`src/hw/xbar_cfg_pkg.sv`:
```
package xbar_cfg_pkg;

    //////////////////////////////
    // Port counts

    localparam int unsigned N_MASTER = 4;  // Processor side masters
    localparam int unsigned N_BANK   = 4;  // Word interleaved banks, power of two

    //////////////////////////////
    // Bus widths

    localparam int unsigned ADDR_W = 32;        // Master byte address
    localparam int unsigned DATA_W = 32;        // One bank word
    localparam int unsigned BE_W   = DATA_W / 8; // One enable per byte

    //////////////////////////////
    // Address field layout

    // Byte offset inside a word
    localparam int unsigned BYTE_OFF_W = $clog2(BE_W);
    localparam int unsigned BANK_SEL_W = $clog2(N_BANK); // Bank index bits
    localparam int unsigned ROW_W      = 10;             // Words per bank as log2

    // Low word bits pick the bank
    localparam int unsigned BANK_SEL_LSB = BYTE_OFF_W;
    // Row sits right above the bank select
    localparam int unsigned ROW_LSB      = BYTE_OFF_W + BANK_SEL_W;

endpackage
```
`src/hw/xbar_types_pkg.sv`:
```
package xbar_types_pkg;

    import xbar_cfg_pkg::*;

    //////////////////////////////
    // Payload types

    typedef logic [ADDR_W-1:0] addr_t;  // Master byte address
    typedef logic [DATA_W-1:0] data_t;  // Data word
    typedef logic [BE_W-1:0]   be_t;    // Byte enables

    //////////////////////////////
    // Routing types

    // Bank index taken from the address
    typedef logic [BANK_SEL_W-1:0] bank_sel_t;

    // Word address inside one bank
    typedef logic [ROW_W-1:0] row_t;

    typedef logic [N_MASTER-1:0]         master_id_t;  // One-hot master tag
    typedef logic [$clog2(N_MASTER)-1:0] master_idx_t; // Binary master number

endpackage

```
`src/hw/tcdm_xbar.sv`:
```
`timescale 1ns/1ps

module tcdm_xbar
    import xbar_cfg_pkg::*;
    import xbar_types_pkg::*;
(
    input  logic                       clk,
    input  logic                       rst_n_i,

    // Master side
    input  logic [N_MASTER-1:0]        data_req_i,     // Request per master
    input  addr_t [N_MASTER-1:0]       data_add_i,     // Byte address
    input  logic [N_MASTER-1:0]        data_wen_i,     // 1 load, 0 store
    input  data_t [N_MASTER-1:0]       data_wdata_i,   // Store data
    input  be_t [N_MASTER-1:0]         data_be_i,      // Byte enables
    output logic [N_MASTER-1:0]        data_gnt_o,     // Request transferred
    output logic [N_MASTER-1:0]        data_r_valid_o, // Response strobe
    output data_t [N_MASTER-1:0]       data_r_rdata_o, // Load data

    // Bank side
    output logic [N_BANK-1:0]          data_req_o,
    output row_t [N_BANK-1:0]          data_add_o,     // Row inside the bank
    output logic [N_BANK-1:0]          data_wen_o,
    output data_t [N_BANK-1:0]         data_wdata_o,
    output be_t [N_BANK-1:0]           data_be_o,
    output master_id_t [N_BANK-1:0]    data_id_o,      // One-hot requester tag
    input  logic [N_BANK-1:0]          data_gnt_i,     // Bank ready
    input  logic [N_BANK-1:0]          data_r_valid_i,
    input  data_t [N_BANK-1:0]         data_r_rdata_i,
    input  master_id_t [N_BANK-1:0]    data_r_id_i     // Tag echoed by the bank
);

    //////////////////////////////
    // Internal wires

    row_t [N_MASTER-1:0]             row;       // Decoded row per master
    logic [N_BANK-1:0][N_MASTER-1:0] bank_req;  // Requester matrix
    master_idx_t [N_BANK-1:0]        win_idx;   // Arbitration result

    // Bank select only feeds the request matrix inside the decoder
    xbar_addr_decode i_addr_decode
    (
        .data_req_i     ( data_req_i     ),
        .data_add_i     ( data_add_i     ),
        .bank_sel_o     (                ),
        .row_o          ( row            ),
        .bank_req_o     ( bank_req       )
    );

    xbar_arbiter i_arbiter
    (
        .clk            ( clk            ),
        .rst_n_i        ( rst_n_i        ),
        .bank_req_i     ( bank_req       ),
        .data_gnt_i     ( data_gnt_i     ),
        .data_req_o     ( data_req_o     ),
        .win_idx_o      ( win_idx        ),
        .data_gnt_o     ( data_gnt_o     )
    );

    xbar_req_mux i_req_mux
    (
        .win_idx_i      ( win_idx        ),
        .row_i          ( row            ),
        .data_wen_i     ( data_wen_i     ),
        .data_wdata_i   ( data_wdata_i   ),
        .data_be_i      ( data_be_i      ),
        .data_add_o     ( data_add_o     ),
        .data_wen_o     ( data_wen_o     ),
        .data_wdata_o   ( data_wdata_o   ),
        .data_be_o      ( data_be_o      ),
        .data_id_o      ( data_id_o      )
    );

    // Response side needs no address, the tag alone finds the master
    xbar_resp_route i_resp_route
    (
        .data_r_valid_i ( data_r_valid_i ),
        .data_r_rdata_i ( data_r_rdata_i ),
        .data_r_id_i    ( data_r_id_i    ),
        .data_r_valid_o ( data_r_valid_o ),
        .data_r_rdata_o ( data_r_rdata_o )
    );

endmodule

```
`src/hw/xbar_resp_route.sv`:
```
`timescale 1ns/1ps

module xbar_resp_route
    import xbar_cfg_pkg::*;
    import xbar_types_pkg::*;
(
    input  logic [N_BANK-1:0]       data_r_valid_i,  // Bank response strobe
    input  data_t [N_BANK-1:0]      data_r_rdata_i,  // Bank read data
    input  master_id_t [N_BANK-1:0] data_r_id_i,     // Tag of the original requester
    output logic [N_MASTER-1:0]     data_r_valid_o,  // Response strobe per master
    output data_t [N_MASTER-1:0]    data_r_rdata_o   // Read data per master
);

    //////////////////////////////
    // Tag match

    logic [N_MASTER-1:0][N_BANK-1:0] hit;  // Bank b answers master m

    always_comb
    begin
        for (int m = 0; m < N_MASTER; m++)
        begin
            for (int b = 0; b < N_BANK; b++)
            begin
                hit[m][b] = data_r_valid_i[b] && data_r_id_i[b][m];
            end
        end
    end

    //////////////////////////////
    // And-or data select

    // A master has one grant per cycle, so at most one bank answers it
    always_comb
    begin
        for (int m = 0; m < N_MASTER; m++)
        begin
            data_r_valid_o[m] = |hit[m];
            data_r_rdata_o[m] = '0;           // Zero while nothing comes back
            for (int b = 0; b < N_BANK; b++)
            begin
                if (hit[m][b])
                    data_r_rdata_o[m] = data_r_rdata_o[m] | data_r_rdata_i[b];
            end
        end
    end

endmodule

```
`src/hw/xbar_req_mux.sv`:
```
`timescale 1ns/1ps

module xbar_req_mux
    import xbar_cfg_pkg::*;
    import xbar_types_pkg::*;
(
    input  master_idx_t [N_BANK-1:0] win_idx_i,    // Winner of each bank
    input  row_t [N_MASTER-1:0]      row_i,        // Decoded row per master
    input  logic [N_MASTER-1:0]      data_wen_i,   // 1 load, 0 store
    input  data_t [N_MASTER-1:0]     data_wdata_i, // Store data per master
    input  be_t [N_MASTER-1:0]       data_be_i,    // Byte enables per master
    output row_t [N_BANK-1:0]        data_add_o,   // Row towards bank
    output logic [N_BANK-1:0]        data_wen_o,
    output data_t [N_BANK-1:0]       data_wdata_o,
    output be_t [N_BANK-1:0]         data_be_o,
    output master_id_t [N_BANK-1:0]  data_id_o     // One-hot tag of the winner
);

    //////////////////////////////
    // Per bank payload select

    // Fields follow the winner even when the bank is idle
    for (genvar b = 0; b < N_BANK; b++)
    begin : g_bank
        assign data_add_o[b]   = row_i[win_idx_i[b]];
        assign data_wen_o[b]   = data_wen_i[win_idx_i[b]];
        assign data_wdata_o[b] = data_wdata_i[win_idx_i[b]];
        assign data_be_o[b]    = data_be_i[win_idx_i[b]];

        // Binary index to one-hot tag, returned later with the response
        assign data_id_o[b]    = master_id_t'(1) << win_idx_i[b];
    end

endmodule

```
`src/hw/xbar_arbiter.sv`:
```
`timescale 1ns/1ps

module xbar_arbiter
    import xbar_cfg_pkg::*;
    import xbar_types_pkg::*;
(
    input  logic                            clk,
    input  logic                            rst_n_i,
    input  logic [N_BANK-1:0][N_MASTER-1:0] bank_req_i,  // Requesters per bank
    input  logic [N_BANK-1:0]               data_gnt_i,  // Bank ready to take
    output logic [N_BANK-1:0]               data_req_o,  // Request towards bank
    output master_idx_t [N_BANK-1:0]        win_idx_o,   // Winning master per bank
    output logic [N_MASTER-1:0]             data_gnt_o   // Grant back to masters
);

    master_idx_t [N_BANK-1:0] rr_ptr_q;  // Highest priority master of each bank
    master_idx_t [N_BANK-1:0] rr_ptr_d;
    logic [N_BANK-1:0]        bank_take; // Request handed over this cycle

    //////////////////////////////
    // Winner search

    always_comb
    begin : win_search
        int idx;
        for (int b = 0; b < N_BANK; b++)
        begin
            data_req_o[b] = |bank_req_i[b];  // Any requester wakes the bank
            win_idx_o[b]  = rr_ptr_q[b];     // Default when idle
            // Walk backwards so the nearest requester after the pointer wins
            for (int k = N_MASTER - 1; k >= 0; k--)
            begin
                idx = (int'(rr_ptr_q[b]) + k) % N_MASTER;
                if (bank_req_i[b][idx])
                    win_idx_o[b] = master_idx_t'(idx);
            end
            bank_take[b] = data_req_o[b] && data_gnt_i[b];
            // Rotate past the winner only when the bank actually took it
            if (bank_take[b])
                rr_ptr_d[b] = master_idx_t'((int'(win_idx_o[b]) + 1) % N_MASTER);
            else
                rr_ptr_d[b] = rr_ptr_q[b];
        end
    end

    //////////////////////////////
    // Master grants

    // A master sits in exactly one bank vector, so at most one term can fire
    always_comb
    begin
        for (int m = 0; m < N_MASTER; m++)
        begin
            data_gnt_o[m] = 1'b0;
            for (int b = 0; b < N_BANK; b++)
            begin
                if (bank_req_i[b][m] && data_gnt_i[b] &&
                    (win_idx_o[b] == master_idx_t'(m)))
                    data_gnt_o[m] = 1'b1;  // Winner of a ready bank
            end
        end
    end

    //////////////////////////////
    // Priority state

    always_ff @(posedge clk or negedge rst_n_i)
    begin
        if (!rst_n_i)
            rr_ptr_q <= '0;        // Master 0 first after reset
        else
            rr_ptr_q <= rr_ptr_d;
    end

endmodule

```
`src/hw/xbar_addr_decode.sv`:
```
`timescale 1ns/1ps

module xbar_addr_decode
    import xbar_cfg_pkg::*;
    import xbar_types_pkg::*;
(
    input  logic [N_MASTER-1:0]             data_req_i,  // Request per master
    input  addr_t [N_MASTER-1:0]            data_add_i,  // Byte address per master
    output bank_sel_t [N_MASTER-1:0]        bank_sel_o,  // Target bank per master
    output row_t [N_MASTER-1:0]             row_o,       // Row inside the target bank
    output logic [N_BANK-1:0][N_MASTER-1:0] bank_req_o   // Requesters seen by each bank
);

    //////////////////////////////
    // Address split

    always_comb
    begin
        for (int m = 0; m < N_MASTER; m++)
        begin
            bank_sel_o[m] = data_add_i[m][BANK_SEL_LSB +: BANK_SEL_W]; // Interleave bits
            row_o[m]      = data_add_i[m][ROW_LSB +: ROW_W];           // Word inside bank
        end
    end

    //////////////////////////////
    // Request matrix

    // One bit per master and bank, set only while that master requests
    for (genvar b = 0; b < N_BANK; b++)
    begin : g_bank
        for (genvar m = 0; m < N_MASTER; m++)
        begin : g_master
            assign bank_req_o[b][m] = data_req_i[m] &&
                                      (bank_sel_o[m] == bank_sel_t'(b));
        end
    end

endmodule

```
`config.mk`:
```
export PLATFORM = sky130hd
export DESIGN_NAME = tcdm_xbar
export DESIGN_NICKNAME = d
export VERILOG_FILES = /design/src/hw/xbar_cfg_pkg.sv /design/src/hw/xbar_types_pkg.sv /design/src/hw/tcdm_xbar.sv /design/src/hw/xbar_resp_route.sv /design/src/hw/xbar_req_mux.sv /design/src/hw/xbar_arbiter.sv /design/src/hw/xbar_addr_decode.sv
export SDC_FILE = /design/constraint.sdc
export NUM_CORES = 1
export LEC_CHECK = 0
export ABC_AREA = 1
export BUFFER_PORTS_ARGS = -buffer_cell sky130_fd_sc_hd__buf_4
export CORE_AREA = 4 4 300 302
export CTS_CLUSTER_SIZE = 40
export DETAILED_ROUTE_END_ITERATION = 6
export DIE_AREA = 0 0 304 306
export GPL_ROUTABILITY_DRIVEN = 0
export PLACE_DENSITY = 0.39
export SYNTH_ARGS = -nofsm -noshare
export SYNTH_HDL_FRONTEND = slang
export SYNTH_SLANG_ARGS = --single-unit
```
`constraint.sdc`:
```
create_clock -name clk -period 2.5 [get_ports clk]
set_clock_uncertainty 0.15 [all_clocks]
set_input_delay 0.5 -clock clk [delete_from_list [all_inputs] [get_ports clk]]
set_output_delay 0.5 -clock clk [all_outputs]
set_load 0.05 [all_outputs]
```
# == Word level (Yosys, flattened, before mapping) ==
# Cells that the tools add are included.
# word_totals
register_bits,8
output_inout_bits,344
elab_cells,276
# op_classes
n_lt_le_gt_ge,20
add_sub_neg,16
reduce_logical,84
mux,112
n_eq_ne,24
shift,4
bitwise,12
# ops
operator,count
$mux 32,20
$or 32x32->32,12
$bmux 32 s2,4
$bmux 10 s2,4
$logic_and 1x1->1,68
$lt 2x3->1 const B,20
$bmux 1 s2,20
$mux 10,4
$mux 1,36
$bmux 4 s2,4
$eq 2x2->1 const B,16
$mux 2,16
$reduce_or 4->1,8
$add 2x1->2 const B,8
$add 2x2->2 const B,8
$eq 2x1->1 const B,8
$logic_not 2->1,8
$mux 4,4
$shl 1x2->4 const A,4

# == Logic depth before layout (Yosys ltp) ==
# Gate-level depths: netlist of the first run.
# logic_depth
ltp_word,14
depth_mapped,17
depth_no_buf,15

# == By module ==
# A second synthesis of the first run with hierarchy kept.
# hier_totals
cells_unflattened,3507
area_unflattened_um2,15185.8
# modules_own_cells
module,n_inst,area_each_um2,cells_each
xbar_req_mux,1,7315.8,1848
xbar_resp_route,1,5883.1,1296
xbar_arbiter,1,1506.4,283
xbar_addr_decode,1,480.5,80

# == Worst setup path after synthesis of the first run ==
# Ideal clock, no wire load.
# synth_path
path_type,input to output
from,in data_add_i[67] in the netlist's numbering
to,out data_gnt_o[2]
arrival_ns,2.687
path_stages,14
path_buffers,1
setup_slack_ns,-0.837
path_cell_list,nor2_1 -> nand3_1 -> nand2_1 -> nand2_1 -> nand2_1 -> inv_1 -> o21ai_2 -> nand2_1 -> nand2_2 -> nand2_2 -> buf_4 -> nor2_1 -> nand2_1 -> nand3_1
# synth_via
elab_chain_cells,14
word_cells_on_any_way,72
classes_between,eq/ne: 7; mux: 52; reduce/logical: 13
# synth_lines
item,line,rtl
start: declaration,tcdm_xbar.sv:12,"input addr_t [N_MASTER-1:0] data_add_i,"
$logic_not 2->1,xbar_addr_decode.sv:35,(bank_sel_o[m] == bank_sel_t'(b));
$logic_and 1x1->1,xbar_addr_decode.sv:34,assign bank_req_o[b][m] = data_req_i[m] &&
$bmux 1 s2,xbar_arbiter.sv:34,if (bank_req_i[b][idx])
$mux 1 (not written as such),xbar_arbiter.sv:34,
$mux 2 (4 in a row),xbar_arbiter.sv:34,
$eq 2x2->1,xbar_arbiter.sv:58,(win_idx_o[b] == master_idx_t'(m)))
$logic_and 1x1->1,xbar_arbiter.sv:57,if (bank_req_i[b][m] && data_gnt_i[b] &&
$mux 1 (3 in a row),xbar_arbiter.sv:57,
$mux 1 *,xbar_arbiter.sv:57,
end: declaration,tcdm_xbar.sv:16,"output logic [N_MASTER-1:0] data_gnt_o,"
# Every way passes the cells marked *; elsewhere a longest branch is shown, timed or not. The select of a mux whose other input is x is not followed.

==> impl_metrics.env, run 1 <==
export IMPL_end_kind="output port"
export IMPL_clk_pin_slew_ns=0.04
export IMPL_required_ns=1.85
export IMPL_nNetsFinal=4087
export IMPL_slew_viol_final=0
export IMPL_wl_per_cell_um=26.4
export IMPL_yosysWarningCount=0
export IMPL_synth_simple_area_share=0.605
export IMPL_max_stage_delay_ns=0.28
export IMPL_drt_iter0_markers=1714
export IMPL_syn_inst=2702
export IMPL_vias_per_cell=4.90
export IMPL_cts_sinks=8
export IMPL_fmaxAchievable_ghz=0.313
export IMPL_dr_pass1_iters=5
export IMPL_grt_max_degree=45
export IMPL_cp_slowest_cell="nand3b_1"
export IMPL_vias=23600
export IMPL_grt_overflow=0
export IMPL_worstPathCellList="buf_8 -> nand3b_1 -> nand2_2 -> nand3_2 -> nand2_2 -> nand2_2 -> nand2_4 -> nand2_8 -> nand2_8 -> nand2_8 -> buf_12 -> clkbuf_16 -> nand2_1 -> nand2_2 -> nand2_2 -> nand2_4 -> buf_8"
export IMPL_core_area_um2=87700
export IMPL_cap_violations=0
export IMPL_finalWirelength_um=127000
export IMPL_drive_above_1_share=0.608
export IMPL_setup_viol_count_final=208
export IMPL_grt_usage=0.230
export IMPL_final_area_um2=32400
export IMPL_ant_nets=0
export IMPL_maxSlewHeadroom=0.714
export IMPL_die_w_um=304
export IMPL_cp_start_kind="input pin"
export IMPL_worst_slew_pin_slew_ns=0.426
export IMPL_largest_reg_flops=8
export IMPL_start_util=0.140
export IMPL_synthXorXnorAreaFrac=0.00275
export IMPL_finalCritPeriodShare=1.28
export IMPL_crit_arrival_ns=2.55
export IMPL_synth_compound_area_frac=0.180
export IMPL_crit_path_frequent_cell="nand2_2"
export IMPL_synth_adder_area_share=0.00816
export IMPL_tritoncts="built"
export IMPL_seq_area_frac_synth=0.0163
export IMPL_reg_top3="i_arbiter.rr_ptr_q (8)"
export IMPL_placed_area_um2=22700
export IMPL_synth_cell_types=27
export IMPL_portBuffers=697
export IMPL_status="finished with violations"
export IMPL_synth_top_family_by_area="simple AND/OR/NAND/NOR gates"
export IMPL_synth_mux_area_frac=0
export IMPL_crit_buf_inv=4
export IMPL_antenna_found_initial=10
export IMPL_min_period_ns=3.20
export IMPL_dieArea_um2=93000
export IMPL_area_growth_pct=164
export IMPL_violations="setup timing"
export IMPL_hpwl_um=86500
export IMPL_crit_family="simple AND/OR/NAND/NOR gates"
export IMPL_std_cell_rows=109
export IMPL_boundaryPins=778
export IMPL_avgSynthCellArea_um2=4.54
export IMPL_fin_util=0.369
export IMPL_htree_levels=1
export IMPL_setup_ws_ns=-0.698
export IMPL_syn_cell_area_um2=12300
export IMPL_cts_root_buf="clkbuf_16"
export IMPL_nFillCells=9234
export IMPL_critPathKind="in -> out"
export IMPL_ys_ff_latch=8
export IMPL_crit_fanout=8
export IMPL_syn_num_nets=3144
export IMPL_clk_latency_ns=0.24
export IMPL_hold_class="in -> reg"
export IMPL_cts_buffers=3
export IMPL_drc_errors=0
export IMPL_grt_pass1_wl_um=162000
export IMPL_first_global_vias=22500
export IMPL_rsz0062_at_grt="yes"
export IMPL_regMostFlops="i_arbiter.rr_ptr_q"
export IMPL_dieHeight_um=306
export IMPL_cts_buffer_depth=2
export IMPL_hold_viol_final=0
per-layer routing:
layer  vias to the layer above  part of all wire  global-route usage
li1                      10800                 -                   -
met1                     11500              0.40               0.280
met2                      1063              0.49               0.418
met3                       201             0.071              0.0508
met4                         6             0.030              0.0445
met5                         -           0.00032                   0
cells in the mapped netlist:
cell         n  area share
buf_2       94       0.038
nor2_1      27      0.0083
o21ai_2      1     0.00071
nand2_2      9      0.0046
buf_1       24      0.0073
nand3_2      4      0.0033
nand2_1   1012        0.31
xor2_2       1      0.0013
buf_4       21       0.013
inv_2        5      0.0015
a32oi_1      1     0.00071
inv_1      322       0.099
inv_4        1     0.00051
a21oi_1    131       0.053
a22oi_1      3      0.0018
nand3b_1     5      0.0031
o21ai_0    135       0.055
nand4_1     10      0.0051
a31oi_2      1      0.0010
buf_6        7      0.0064
ha_1         8      0.0082
dfrtp_1      8       0.016
clkbuf_1    71       0.022
nand3_1    665        0.27
xor2_1       2      0.0014
o21ai_1      6      0.0024
o22ai_1    128       0.065
placed cells by master (no fill, tap or decap), drive strengths merged:
cell type    count
a22oi            3
a31oi            1
dlygate4sd3      1
ha               8
dfrtp            8
clkbuf          48
a32oi            1
xor2             3
nand4           10
clkinv           2
clkinvlp         2
buf           1105
o21ai          142
nand3b           5
inv            324
o22ai          128
nor2            27
diode            5
a21oi          131
bufbuf           1
nand2         1024
nand3          669
metrics by stage:
| step | worst slack (ns) | cells | hold WS, ns | setup TNS (ns) |
|---|---|---|---|---|
| floorplan | -0.407 | 2702 | 0.0544 | -6.49 |
| global placement | -0.706 | 4622 | 0.193 | -127.36 |
| detailed placement | -0.724 | 4622 | 0.192 | -128.09 |
| CTS | -0.649 | 4718 | 0.444 | -118.51 |
| global route | -0.781 | 4811 | 0.481 | -144.00 |
| finish | -0.698 | 4813 | 0.446 | -122.77 |
layout make-up:
cell class / instances / area (um2) / area share
multi-input cells: 2152 / 15800 / 0.488
diodes: 5 / 12.5 / 0.000387
flip-flops and latches: 8 / 205 / 0.00634
clock buffers: 3 / 75.1 / 0.00232
well taps: 1165 / 1460 / 0.0450
repair buffers: 1152 / 13500 / 0.418
inverters: 328 / 1270 / 0.0393
timing repair:
| action | in CTS | in global routing |
|---|---|---|
| endpoints found under the setup margin | 209 | 209 |
| hold buffers | 1 | 0 |
| cloned | 36 | 53 |
| hold endpoints to repair | 8 | 0 |
| gates resized for setup | 531 | 1052 |
| pin swaps | 95 | 309 |
| setup buffers | 57 | 55 |
path summary, 6_finish.rpt:
| kind | slack [ns] | to | startpoint | cells past startpoint |
|---|---|---|---|---|
| setup / recovery | -0.70 | data_wdata_o[37] | data_add_i[67] | 17 |
| hold / removal | 0.45 | i_arbiter.rr_ptr_q[3]$_DFFE_PN0P_ | data_gnt_i[1] | 4 |
| setup reg to reg | 0.14 | i_arbiter.rr_ptr_q[5]$_DFFE_PN0P_ | i_arbiter.rr_ptr_q[4]$_DFFE_PN0P_ | 10 |
| hold reg to reg | 0.55 | i_arbiter.rr_ptr_q[3]$_DFFE_PN0P_ | i_arbiter.rr_ptr_q[3]$_DFFE_PN0P_ | 3 |
| max in group asynchronous | 1.47 | i_arbiter.rr_ptr_q[0]$_DFFE_PN0P_ | rst_n_i | 2 |
| min in group asynchronous | 0.56 | i_arbiter.rr_ptr_q[5]$_DFFE_PN0P_ | rst_n_i | 2 |
cell families (layout without fill, tap and decap cells):
group                      Yosys count  in the layout
and+or+nand+nor                   1732           1735
buffers and inverters              545           1483
AOI/OAI and AO/OA                  406            406
adders and majority gates            8              8
DFF                                  8              8
xor gates and xnor gates             3              3
other                                0              5
worst reg2reg max path, cell delays in order, from the launching register on:
cell and delay, ns:
dfrtp_2 0.45, xor2_2 0.25, inv_2 0.08, buf_4 0.14, nand3_1 0.07, nand2_1 0.09
a31oi_4 0.25, buf_8 0.27, ha_2 0.34, nor2_1 0.11, a21oi_1 0.05
Power of run 1 is not shown: default switching activity piles up to over one toggle a cycle in this logic, so the estimate is an artifact.
==> run 2: changes to the inputs <==
Settings changed: CORE_AREA 4 4 300 302 to 4 4 304 306, DIE_AREA 0 0 304 306 to 0 0 308 310, PLACE_DENSITY 0.39 to 0.42, SYNTH_HIERARCHICAL from default to 1.
==> impl_metrics.env, run 2 <==
export IMPL_crit_fanout=3
export IMPL_start_util=0.169
export IMPL_largest_reg_flops=8
export IMPL_r2r_start="i_arbiter/rr_ptr_q[2]$_DFFE_PN0P_"
export IMPL_boundaryPins=778
export IMPL_final_cells=5469
export IMPL_maxSlewHeadroom=0.744
export IMPL_cp_start_kind="input pin"
export IMPL_std_cell_rows=110
export IMPL_cts_buffer_depth=2
export IMPL_min_period_ns=3.29
export IMPL_cts_buffers=3
export IMPL_required_ns=1.85
export IMPL_violations="setup timing"
export IMPL_ant_nets=0
export IMPL_final_common_cell="nand2_1"
export IMPL_grt_usage=0.215
export IMPL_hold_viol_final=0
export IMPL_crit_arrival_ns=2.64
export IMPL_drc_errors=0
export IMPL_slew_viol_final=0
export IMPL_final_area_um2=29700
export IMPL_crit_path_frequent_cell="buf_4"
export IMPL_grt_pass1_wl_um=157000
export IMPL_regMostFlops="i_arbiter/rr_ptr_q"
export IMPL_avgSynthCellArea_um2=4.32
export IMPL_status="finished with violations"
export IMPL_portBuffers=697
export IMPL_placed_area_um2=25100
export IMPL_grt_max_degree=49
export IMPL_rsz0062_at_grt="yes"
export IMPL_yosysWarningCount=6
export IMPL_setup_ws_ns=-0.786
export IMPL_drt_iter0_markers=2081
export IMPL_syn_num_nets=3941
export IMPL_area_growth_pct=96.6
export IMPL_startpoint="data_add_i[3]"
export IMPL_setup_viol_count_final=211
export IMPL_fmaxAchievable_ghz=0.304
export IMPL_finalWirelength_um=114000
export IMPL_cts_root_buf="clkbuf_16"
export IMPL_cap_violations=0
export IMPL_nNetsFinal=4730
export IMPL_wl_per_cell_um=20.9
export IMPL_cts_sinks=8
export IMPL_syn_inst=3499
export IMPL_critPathKind="in -> out"
export IMPL_dieHeight_um=310
export IMPL_reg_top3="i_arbiter/rr_ptr_q (8)"
export IMPL_dr_pass1_iters=5
export IMPL_hold_class="reg -> reg"
export IMPL_antenna_found_initial=10
export IMPL_clk_pin_slew_ns=0.04
export IMPL_end_kind="output port"
export IMPL_dieArea_um2=95500
export IMPL_grt_overflow=0
export IMPL_die_w_um=308
export IMPL_worst_slew_pin_slew_ns=0.384
export IMPL_hpwl_um=84700
export IMPL_mostFrequentLayoutCells="1596 x nand2_1, 727 x buf_4, 535 x nand3_1, 381 x nand2_2, 282 x inv_1"
export IMPL_tritoncts="built"
export IMPL_first_global_vias=23200
export IMPL_htree_levels=1
export IMPL_cp_slowest_cell="buf_4"
export IMPL_worstPathCellList="buf_8 -> inv_4 -> nand2_4 -> buf_6 -> nor2_4 -> inv_2 -> buf_4 -> buf_4 -> buf_4 -> buf_4 -> buf_4 -> buf_4 -> buf_4 -> buf_4 -> buf_4 -> buf_4 -> nand4_1 -> buf_4"
export IMPL_syn_cell_area_um2=15100
export IMPL_drive_above_1_share=0.427
export IMPL_core_area_um2=89600
export IMPL_placed_cells=5363
export IMPL_max_stage_delay_ns=0.24
export IMPL_clk_latency_ns=0.23
export IMPL_vias_per_cell=4.54
export IMPL_hold_start="i_arbiter/rr_ptr_q[3]$_DFFE_PN0P_"
export IMPL_finalCritPeriodShare=1.31
export IMPL_vias=24800
[run 2: changes by cell type in the layout (fill, tap and decap cells not counted), sizes merged, moves of 9 or more]
cell    previous run  this run
buf             1105      1057
o21ai            142        16
nor2              27        36
o22ai            128         0
nand3            669       548
a21oi            131         3
nand2           1024      2237
clkbuf            48        25
[run 2: layout make-up]
| type | count | area [um2] |
|---|---|---|
| fill | 9971 | 59900 |
| antenna | 7 | 17.5 |
| timing repair inverter | 1 | 16.3 |
| timing repair buffer | 1080 | 11600 |
| multi-input combinational | 2868 | 14900 |
| tap | 1176 | 1470 |
| sequential | 8 | 204 |
| inverter | 326 | 1360 |
| clock buffer | 3 | 75.1 |
[run 2: timing repair]
item	4_1_cts	5_1_grt
pin swaps	116	156
hold buffers	1	0
setup buffers	45	15
endpoints found under the setup margin	208	211
endpoints found under the hold margin	8	0
gates resized for setup	413	485
cloned	20	25
[run 2: final timing paths]
check	slack, ns	cells after the start	endpoint
max	-0.79	18	data_req_o[1]
min	0.44	2	i_arbiter/rr_ptr_q[3]$_DFFE_PN0P_
max reg2reg	0.23	16	i_arbiter/rr_ptr_q[3]$_DFFE_PN0P_
min reg2reg	0.44	2	i_arbiter/rr_ptr_q[3]$_DFFE_PN0P_
max in group asynchronous	1.53	2	i_arbiter/rr_ptr_q[2]$_DFFE_PN0P_
min in group asynchronous	0.51	2	i_arbiter/rr_ptr_q[5]$_DFFE_PN0P_
[run 2: worst max-delay path: cells and delay by family]
family                 cells  cell delay [ns]
AND/OR/NAND/NOR            3             0.33
buffers and inverters     15             1.82
[run 2: layer usage]
layer  wire [um]  GRT usage
met5          41          0
met4        2720     0.0500
met3        9220     0.0449
met2       53700      0.365
met1       48700      0.280
[run 2: per-stage QoR]
stage	hold slack [ns]	util	setup TNS, ns	setup WS (ns)
detailed placement	0.197	0.280	-155.31	-0.927
CTS	0.436	0.307	-137.63	-0.770
finish	0.438	0.332	-130.43	-0.786
global route	0.489	0.332	-159.65	-0.856
global placement	0.196	0.280	-155.73	-0.921
floorplan	0.0544	-	-44.37	-0.329
Power of run 2 is left out for the same reason.
